<file path="src/logic/cam_pkg.sv">
`default_nettype none

package cam_pkg;

    // --------------------------------------------------
    // frame timing states
    // --------------------------------------------------
    typedef enum logic [4:0] {
        RST,
        SOF,        // vsync high
        WAIT_SOF,   // blanking before the first line
        SEND_LINE,  // href high, pixels back to back
        WAIT_EOF    // blanking after the last line
    } cam_state_e;

    // --------------------------------------------------
    // test pattern opcodes
    // --------------------------------------------------
    typedef enum logic [1:0] {
        PAT_RAMP    = 2'd0,
        PAT_BARS    = 2'd1,
        PAT_CHECKER = 2'd2
    } cam_pattern_e;

    // interval timer and coordinate width
    localparam int CNT_W = 16;

    // blanking pixels added to HRES for one line time
    localparam int LINE_OVERHEAD = 144;

    // interval lengths in line times
    localparam int SOF_LINES      = 3;
    localparam int WAIT_SOF_LINES = 17;
    localparam int WAIT_EOF_LINES = 10;

endpackage

`default_nettype wire

</file>
<file path="src/logic/cam_pix_if.sv">
`timescale 1ns/1ps
`default_nettype none

interface cam_pix_if;

    logic                      vsync;    // frame strobe level
    logic                      href;     // line valid level
    logic                      bytesel;  // 0 = high byte, 1 = low byte
    logic [cam_pkg::CNT_W-1:0] col;
    logic [cam_pkg::CNT_W-1:0] line;
    logic                      frame;    // frame parity
    logic [23:0]               rgb;      // RGB888, only meaningful after the pattern stage

    modport src (
        output vsync, href, bytesel, col, line, frame, rgb
    );

    modport dst (
        input  vsync, href, bytesel, col, line, frame, rgb
    );

endinterface

`default_nettype wire

</file>
<file path="src/logic/cam_timing_gen.sv">
`timescale 1ns/1ps
`default_nettype none

module cam_timing_gen #(
    parameter int HRES = 640,
    parameter int VRES = 480
) (
    input  logic   cam_pclk_o,
    input  logic   s_rstn,
    input  logic   en_i,
    cam_pix_if.src tim_o
);

    typedef logic [cam_pkg::CNT_W-1:0] cnt_t;

    localparam int TLINE = (HRES + cam_pkg::LINE_OVERHEAD) * 2;  // two bytes per pixel

    // timer load values, the state ends on the cycle the timer reads zero
    localparam cnt_t SOF_CNT      = cnt_t'(cam_pkg::SOF_LINES * TLINE - 1);
    localparam cnt_t WAIT_SOF_CNT = cnt_t'(cam_pkg::WAIT_SOF_LINES * TLINE - 1);
    localparam cnt_t WAIT_EOF_CNT = cnt_t'(cam_pkg::WAIT_EOF_LINES * TLINE - 1);

    localparam cnt_t COL_LAST  = cnt_t'(HRES - 1);
    localparam cnt_t LINE_LAST = cnt_t'(VRES - 1);

    cam_pkg::cam_state_e state_q, state_d;
    cnt_t                timer_q, timer_d;
    cnt_t                col_q, col_d;
    cnt_t                line_q, line_d;
    logic                bytesel_q, bytesel_d;
    logic                frame_q, frame_d;
    logic                timer_done;

    assign timer_done = (timer_q == '0);

    // --------------------------------------------------
    // next state
    // --------------------------------------------------
    always_comb begin
        state_d   = state_q;
        col_d     = col_q;
        line_d    = line_q;
        bytesel_d = bytesel_q;
        frame_d   = frame_q;
        timer_d   = timer_done ? timer_q : timer_q - 1'b1;  // free countdown to zero

        case (state_q)
            cam_pkg::RST: begin
                state_d   = cam_pkg::SOF;
                timer_d   = SOF_CNT;
                col_d     = '0;
                line_d    = '0;
                bytesel_d = 1'b0;
                frame_d   = 1'b0;  // always start on an even frame
            end
            cam_pkg::SOF: begin
                if (timer_done) begin
                    state_d = cam_pkg::WAIT_SOF;
                    timer_d = WAIT_SOF_CNT;
                end
            end
            cam_pkg::WAIT_SOF: begin
                if (timer_done) begin
                    state_d   = cam_pkg::SEND_LINE;
                    col_d     = '0;
                    line_d    = '0;
                    bytesel_d = 1'b0;
                end
            end
            cam_pkg::SEND_LINE: begin
                bytesel_d = ~bytesel_q;
                if (bytesel_q) begin  // low byte done, next pixel
                    if (col_q == COL_LAST) begin
                        col_d = '0;
                        if (line_q == LINE_LAST) begin
                            state_d = cam_pkg::WAIT_EOF;
                            timer_d = WAIT_EOF_CNT;
                            line_d  = '0;
                        end else begin
                            line_d = line_q + 1'b1;
                        end
                    end else begin
                        col_d = col_q + 1'b1;
                    end
                end
            end
            cam_pkg::WAIT_EOF: begin
                if (timer_done) begin
                    state_d = cam_pkg::SOF;
                    timer_d = SOF_CNT;
                    frame_d = ~frame_q;
                end
            end
            default: state_d = cam_pkg::RST;
        endcase
    end

    // --------------------------------------------------
    // state registers, en_i low holds the reset state
    // --------------------------------------------------
    always_ff @(posedge cam_pclk_o or negedge s_rstn) begin
        if (!s_rstn) begin
            state_q   <= cam_pkg::RST;
            timer_q   <= '0;
            col_q     <= '0;
            line_q    <= '0;
            bytesel_q <= 1'b0;
            frame_q   <= 1'b0;
        end else if (!en_i) begin
            state_q   <= cam_pkg::RST;
            timer_q   <= '0;
            col_q     <= '0;
            line_q    <= '0;
            bytesel_q <= 1'b0;
            frame_q   <= 1'b0;
        end else begin
            state_q   <= state_d;
            timer_q   <= timer_d;
            col_q     <= col_d;
            line_q    <= line_d;
            bytesel_q <= bytesel_d;
            frame_q   <= frame_d;
        end
    end

    // outputs straight from the state registers
    assign tim_o.vsync   = (state_q == cam_pkg::SOF);
    assign tim_o.href    = (state_q == cam_pkg::SEND_LINE);
    assign tim_o.bytesel = bytesel_q;  // stays 0 outside SEND_LINE
    assign tim_o.col     = col_q;
    assign tim_o.line    = line_q;
    assign tim_o.frame   = frame_q;
    assign tim_o.rgb     = '0;         // no pixel yet at this stage

    // --------------------------------------------------
    // checks
    // --------------------------------------------------
    a_sync_excl: assert property (@(posedge cam_pclk_o) disable iff (!s_rstn)
        !(tim_o.vsync && tim_o.href))
        else $error("vsync and href high together");

    a_byte_toggle: assert property (@(posedge cam_pclk_o) disable iff (!s_rstn)
        (tim_o.href && $past(tim_o.href)) |-> (tim_o.bytesel != $past(tim_o.bytesel)))
        else $error("bytesel did not toggle inside href");

endmodule

`default_nettype wire

</file>
<file path="src/logic/cam_pattern_gen.sv">
`timescale 1ns/1ps
`default_nettype none

module cam_pattern_gen #(
    parameter int HRES = 640
) (
    input  logic                  cam_pclk_o,
    input  logic                  s_rstn,
    input  cam_pkg::cam_pattern_e pattern_sel_i,
    cam_pix_if.dst                tim_i,
    cam_pix_if.src                pix_o
);

    logic                  vsync_q;
    cam_pkg::cam_pattern_e pat_q;     // pattern of the current frame
    logic [31:0]           bar_num;
    logic [2:0]            bar_idx;
    logic [2:0]            bar_rgb;   // one bit per channel
    logic                  chk_white;
    logic [23:0]           rgb_d;

    // one bit per channel to full 8-bit channels
    function automatic logic [23:0] expand_rgb(input logic [2:0] c);
        return {{8{c[2]}}, {8{c[1]}}, {8{c[0]}}};
    endfunction

    // --------------------------------------------------
    // pixel from coordinates
    // --------------------------------------------------
    assign bar_num   = (32'(tim_i.col) << 3) / HRES;
    assign bar_idx   = bar_num[2:0];
    assign chk_white = tim_i.col[2] ^ tim_i.line[2] ^ tim_i.frame;

    always_comb begin
        case (bar_idx)
            3'd0:    bar_rgb = 3'b111;  // white
            3'd1:    bar_rgb = 3'b110;  // yellow
            3'd2:    bar_rgb = 3'b011;  // cyan
            3'd3:    bar_rgb = 3'b010;  // green
            3'd4:    bar_rgb = 3'b101;  // magenta
            3'd5:    bar_rgb = 3'b100;  // red
            3'd6:    bar_rgb = 3'b001;  // blue
            default: bar_rgb = 3'b000;  // black
        endcase
    end

    always_comb begin
        case (pat_q)
            cam_pkg::PAT_RAMP:
                rgb_d = {tim_i.col[7:0], tim_i.line[7:0], {8{tim_i.frame}}};
            cam_pkg::PAT_BARS:
                rgb_d = expand_rgb(bar_rgb);
            cam_pkg::PAT_CHECKER:
                rgb_d = expand_rgb({3{chk_white}});
            default:
                rgb_d = '0;
        endcase
    end

    // --------------------------------------------------
    // pattern latch and sync pipeline
    // --------------------------------------------------
    always_ff @(posedge cam_pclk_o or negedge s_rstn) begin
        if (!s_rstn) begin
            vsync_q       <= 1'b0;
            pat_q         <= cam_pkg::PAT_RAMP;
            pix_o.vsync   <= 1'b0;
            pix_o.href    <= 1'b0;
            pix_o.bytesel <= 1'b0;
            pix_o.frame   <= 1'b0;
        end else begin
            vsync_q <= tim_i.vsync;
            if (tim_i.vsync && !vsync_q) begin  // new frame starts
                pat_q <= pattern_sel_i;
            end
            pix_o.vsync   <= tim_i.vsync;
            pix_o.href    <= tim_i.href;
            pix_o.bytesel <= tim_i.bytesel;
            pix_o.frame   <= tim_i.frame;
        end
    end

    // payload
    always_ff @(posedge cam_pclk_o) begin
        pix_o.col  <= tim_i.col;
        pix_o.line <= tim_i.line;
        pix_o.rgb  <= rgb_d;
    end

endmodule

`default_nettype wire

</file>
<file path="src/logic/cam_rgb565_ser.sv">
`timescale 1ns/1ps
`default_nettype none

module cam_rgb565_ser (
    input  logic       cam_pclk_o,
    input  logic       s_rstn,
    cam_pix_if.dst     pix_i,
    output logic       cam_vsync_o,
    output logic       cam_href_o,
    output logic [7:0] cam_data_o
);

    logic [4:0] r5;
    logic [5:0] g6;
    logic [4:0] b5;
    logic [7:0] byte_hi;
    logic [7:0] byte_lo;
    logic [7:0] byte_d;

    // --------------------------------------------------
    // RGB888 to RGB565
    // --------------------------------------------------
    assign r5 = pix_i.rgb[23:19];
    assign g6 = pix_i.rgb[15:10];
    assign b5 = pix_i.rgb[7:3];

    assign byte_hi = {r5, g6[5:3]};  // sent first
    assign byte_lo = {g6[2:0], b5};

    always_comb begin
        if (!pix_i.href) begin
            byte_d = 8'h00;  // bus idles at zero
        end else if (pix_i.bytesel) begin
            byte_d = byte_lo;
        end else begin
            byte_d = byte_hi;
        end
    end

    // --------------------------------------------------
    // output registers
    // --------------------------------------------------
    always_ff @(posedge cam_pclk_o or negedge s_rstn) begin
        if (!s_rstn) begin
            cam_vsync_o <= 1'b0;
            cam_href_o  <= 1'b0;
            cam_data_o  <= 8'h00;
        end else begin
            cam_vsync_o <= pix_i.vsync;
            cam_href_o  <= pix_i.href;
            cam_data_o  <= byte_d;
        end
    end

    a_data_idle: assert property (@(posedge cam_pclk_o) disable iff (!s_rstn)
        !cam_href_o |-> (cam_data_o == 8'h00))
        else $error("data not zero outside href");

endmodule

`default_nettype wire

</file>
<file path="src/logic/cam_sensor_top.sv">
`timescale 1ns/1ps
`default_nettype none

module cam_sensor_top #(
    parameter int HRES = 640,
    parameter int VRES = 480
) (
    input  logic       cam_pclk_o,
    input  logic       s_rstn,
    input  logic       en_i,
    input  logic [1:0] pattern_sel_i,
    output logic       cam_vsync_o,
    output logic       cam_href_o,
    output logic [7:0] cam_data_o
);

    cam_pix_if tim_if ();  // timing to pattern
    cam_pix_if pix_if ();  // pattern to serializer

    // --------------------------------------------------
    // pipeline: timing, pattern, serializer
    // --------------------------------------------------
    cam_timing_gen #(
        .HRES (HRES),
        .VRES (VRES)
    ) u_timing (
        .cam_pclk_o (cam_pclk_o),
        .s_rstn     (s_rstn),
        .en_i       (en_i),
        .tim_o      (tim_if.src)
    );

    cam_pattern_gen #(
        .HRES (HRES)
    ) u_pattern (
        .cam_pclk_o    (cam_pclk_o),
        .s_rstn        (s_rstn),
        .pattern_sel_i (cam_pkg::cam_pattern_e'(pattern_sel_i)),
        .tim_i         (tim_if.dst),
        .pix_o         (pix_if.src)
    );

    cam_rgb565_ser u_ser (
        .cam_pclk_o  (cam_pclk_o),
        .s_rstn      (s_rstn),
        .pix_i       (pix_if.dst),
        .cam_vsync_o (cam_vsync_o),
        .cam_href_o  (cam_href_o),
        .cam_data_o  (cam_data_o)
    );

endmodule

`default_nettype wire

</file>
<file path="config.mk">
export PLATFORM = sky130hd
export DESIGN_NAME = cam_sensor_top
export DESIGN_NICKNAME = d
export VERILOG_FILES = /design/src/logic/cam_pkg.sv /design/src/logic/cam_pix_if.sv /design/src/logic/cam_timing_gen.sv /design/src/logic/cam_pattern_gen.sv /design/src/logic/cam_rgb565_ser.sv /design/src/logic/cam_sensor_top.sv
export SDC_FILE = /design/constraint.sdc
export NUM_CORES = 1
export LEC_CHECK = 0
export BUFFER_PORTS_ARGS = -buffer_cell sky130_fd_sc_hd__clkbuf_2
export CORE_ASPECT_RATIO = 0.5
export CORE_UTILIZATION = 65
export DETAILED_ROUTE_END_ITERATION = 12
export PLACE_DENSITY = 0.84
export SLEW_MARGIN = 20
export SYNTH_ARGS = -nofsm -noshare
export SYNTH_HDL_FRONTEND = slang
export SYNTH_SLANG_ARGS = --single-unit
export TNS_END_PERCENT = 100
</file>
<file path="constraint.sdc">
create_clock -name cam_pclk_o -period 16.55 [get_ports cam_pclk_o]
set_input_delay 2.4825 -clock cam_pclk_o [delete_from_list [all_inputs] [get_ports cam_pclk_o]]
set_output_delay 2.4825 -clock cam_pclk_o [all_outputs]
set_load 0.1 [all_outputs]
</file>
==> results <==
- The antenna diode count is 0.
- The clock passes through at most 2 buffers.
- The number of nets with antenna violations after routing is 0.
- VDD sags by at most about 73 uV.
- The wire length reported by the detailed router is around 21000 microns.
- The data required time at the worst endpoint is between 15000 and 20000 ps.
- The clock tree from TritonCTS is built.
- The post-synthesis cell type count is approximately 100.
- The final weighted congestion in routability-driven placement is roughly 1.
- After detailed routing, the number of vias per cell comes to 7.05.
- The die covers 11900 sq um.
- Headroom to the max-slew limit came out at 30.7%.
- The critical path is of the flip-flop to flip-flop type.
- The final layout contains between 900 and 1000 nets.
- The minimum period implied by the final worst setup slack is roughly 10000 ps.
- Of the post-synthesis cell area, the part taken by muxes is approximately 2.4%.
- The maximum number of pins on one net before global-route repair is between 60 and 70.
- For the pin with the worst max-slew slack, the measured transition is between 1000 and 1500 ps.
- In the final routed layout, each cell accounts on average for around 19 microns.
- The cell with the largest stage delay on the worst path is xnor2_1.
- For the worst setup path, the data arrival time is roughly 10000 ps.
- The register bit count reported by yosys is 80.
- The post-detailed-route DRC marker count is 0.
- The clock net sink count is 80.
- For this run, the slowest stage of the critical path takes 740 ps.
- The total instance count after detailed placement is about 1100.
- Relative to the synthesized area, the layout overhead comes to 5.16%.
- The synthesized design contains 0 enable-type register cells.
- Once the clock tree was built, the resizer swapped 0 gates to a different size.
- The via count of the first global-routing pass is between 6000 and 7000.
- Summing the areas of all fa, ha and maj instances in the mapped netlist gives about 1.4% of the synthesized area.
- In this run the horizontal extent of the chip is 154 microns.
- The achievable clock frequency is ~0.099 GHz.
- Of the total synthesized cell area, the portion taken by AND, OR, NAND and NOR gates is between 20 and 30%.
- Once placement finished, the instance area stood at roughly 7500 sq um.
- After clock tree synthesis, the clock-pin slew on the worst setup and hold paths is 70 ps.
- The quantity of I/O buffers inserted on ports is 14.
- After the first detailed-routing iteration, the DRC count stood at between 800 and 900.
- In this run the mean area of a mapped cell was between 7 and 8 sq um.
- The detailed router placed roughly 7700 vias in this run.
- The die span in y is just under 80 microns.
- The worst setup slack after layout is between 6000 and 7000 ps.
- The sequential share of the synthesized area is 26.0%.
- The number of clock buffers added by TritonCTS is 9.
- For this design the static power due to leakage is roughly 3.1 nW.
- The cell count after synthesis came out at 958.
- The xor and xnor area share after synthesis is under 10%.
- The worst-skew pair later-pin latency is roughly 340 ps.
- Setup repair after global routing left no endpoint under its margin.
- The hold violation count in the final report is 0.
- The H-tree generated during clock tree synthesis spans 3 levels.
- The run finished with clean final reports.
- The share of the core filled with cells is between 70 and 80%.
- For this design the top-level I/O count stands at 15.
- For this design the ratio of total power to cell area is between 50 and 60 nW/um^2.
- Counting flops with an async set or reset pin after synthesis yields a share of between 80% and 90%.
- Prior to clock tree synthesis, the placed netlist has a worst setup slack of about 6500 ps.
- The cell with the most instances on the worst path is a21oi_4.
- The first global-routing pass estimated ~35000 microns of wire.
- After routing, the total negative slack on setup checks comes to 0 ps.
- The dominant combinational cell family by area after synthesis is compound AO/OA/AOI/OAI gates.
- The starting density of the core is 67.4%.
- The largest fanout of any net on the critical path is 21.
- The dominant synthesized flop cell is dfrtp_1.
- Of the cells placed in the final design, the portion with a size suffix greater than 1 is approximately a tenth.
- After floorplanning, the core was sized to cover ~11000 sq um.
- Detailed placement ended at an HPWL of between 15000 and 20000 microns.
- The number of max-slew violations in the final report is 0.
- The clock root buffer is clkbuf_16.
- The share of the cycle needed by the critical path after routing is ~60%.
- Summed over all layers, the global routing overflow is 0.
- The cts-stage hold buffer count is 0.
- The tool flagged a number of max-cap violations equal to 0.
- The number of buffers added for setup after CTS is 0.
- The synthesized-area fraction occupied by ao, oa, aoi and oai cells is between 30% and 40%.
- The kind of end point of the critical path is a flip-flop.
- The initial antenna violation count is 0.
- The worst setup path is launched from a flip-flop.
- The warning count from the yosys run is 0.
- The floorplan has 27 rows.
- When the netlist entered floorplanning its net count stood at just under 1000.
- In the global route stage, overall resource usage came out at between 30% and 40%.
- The clock arrives with between 10 and 15 ps of skew.
- The final standard cell area without fillers is 7850 sq um.
- In this run the worst hold path is classified as flip-flop to flip-flop.
- The mapped cell area is 7470 sq um.
- The detailed-routing iteration count for the pre-antenna-repair pass is 6.
- Setup violations remaining at the end of the flow were counted as 0.
- The post-layout instance count excluding filler cells is ~1100.
- Together, buffers and inverters on the worst path number 0.
- The cell family contributing the most delay on the critical path is compound AO/OA/AOI/OAI gates.
[synthesized netlist by cell type, types with 13 or more instances]
library cell   n  share of area (%)
a211oi_1      13                1.3
a21oi_1       59                4.0
a31oi_1       14                1.2
and3_1        25                2.1
clkbuf_1      39                2.0
dfrtp_1       68                 23
inv_1         19               0.95
mux2i_1       16                2.1
nand2_1       94                4.7
nand2b_1      14                1.2
nand3_1       35                2.3
nand4_1       16                1.3
nor2_1        93                4.7
nor3_1        37                2.5
nor4_1        23                1.9
o21ai_0       71                4.8
xnor2_1       43                5.0
xor2_1        19                2.2
[area by class of cell]
class                      count  area [sq um]
timing repair buffer          19           108
clock inverter                 7          80.1
inverter                      19          71.3
sequential                    80          1940
multi-input combinational    808          5250
clock buffer                   9           225
tap                          145           181
fill                         889          3230
[where the power goes]
group          switching, W  internal (W)  total [W]
Combinational     0.0000305     0.0000154  0.0000458
Sequential       0.00000874      0.000207   0.000216
Clock             0.0000823      0.000118   0.000201
Total              0.000122      0.000341   0.000462
[placed cells by master (no fill, tap or decap), drive strengths merged, types with 10 or more instances in the layout]
cell type	synthesis	routed
nand2	94	94
nor2	94	94
o21ai	77	77
dfrtp	68	68
a21oi	62	62
xnor2	44	44
nor3	39	39
nand3	36	36
nor4	27	27
and3	25	25
clkbuf	39	22
inv	19	21
xor2	20	20
nand4	16	16
mux2i	16	16
a31oi	16	16
a211oi	16	16
nand2b	15	15
o211ai	14	14
a21boi	13	13
o31ai	12	12
a21o	12	12
dfxtp	12	12
or4	10	10
[path summary, 6_finish.rpt]
| check | cells past startpoint | slack (ps) | to | startpoint |
|---|---|---|---|---|
| max | 26 | 6420 | u_pattern.pix_o.rgb[7] | u_timing.tim_o.col[11] |
| min | 0 | 380 | u_ser.cam_vsync_o | u_pattern.pix_o.vsync |
| max reg2reg | 26 | 6420 | u_pattern.pix_o.rgb[7] | u_timing.tim_o.col[11] |
| min reg2reg | 0 | 380 | u_ser.cam_vsync_o | u_pattern.pix_o.vsync |
| max in group asynchronous | 2 | 13650 | u_timing.tim_o.line[9] | s_rstn |
| min in group asynchronous | 2 | 2310 | u_ser.cam_data_o[5] | s_rstn |
[logic make-up (layout without fill, tap and decap cells)]
kind of cell             after synthesis  in the layout
AO/OA/AOI/OAI                        313            313
XOR/XNOR                              64             64
adder cells (fa/ha/maj)                9              9
buffers and inverters                 70             54
flip-flops                            80             80
multiplexers                          18             18
AND/OR/NAND/NOR                      404            404
[per-stage QoR]
step | power, W | hold slack (ps)
3_5_place_dp | 0.000264 | 371
2_1_floorplan | 0.000251 | 355
5_1_grt | 0.000477 | 406
6_report | 0.000462 | 382
3_3_place_gp | 0.000261 | 382
4_1_cts | 0.000462 | 385
[sequential cells by signal (all words and copies together), names as in the netlist]
signal                   cells
u_timing.state_q             3
u_pattern.pix_o.href         1
u_timing.timer_q            16
u_pattern.pix_o.bytesel      1
u_pattern.pix_o.vsync        1
u_ser.cam_href_o             1
u_ser.cam_data_o             8
u_timing.tim_o.col          16
u_pattern.pix_o.rgb         12
u_ser.cam_vsync_o            1
u_pattern.pat_q              2
u_timing.tim_o.line         16
u_timing.tim_o.bytesel       1
u_timing.tim_o.frame         1
[per-layer routing]
metal	GRT usage, %	share of wire [%]	vias up
li1	-	-	3568
met1	49.7	44	3599
met2	57.1	45	453
met3	5.70	9.6	46
met4	11.9	2.0	0
met5	0	0	-
Power figures use the tool's default switching activity.
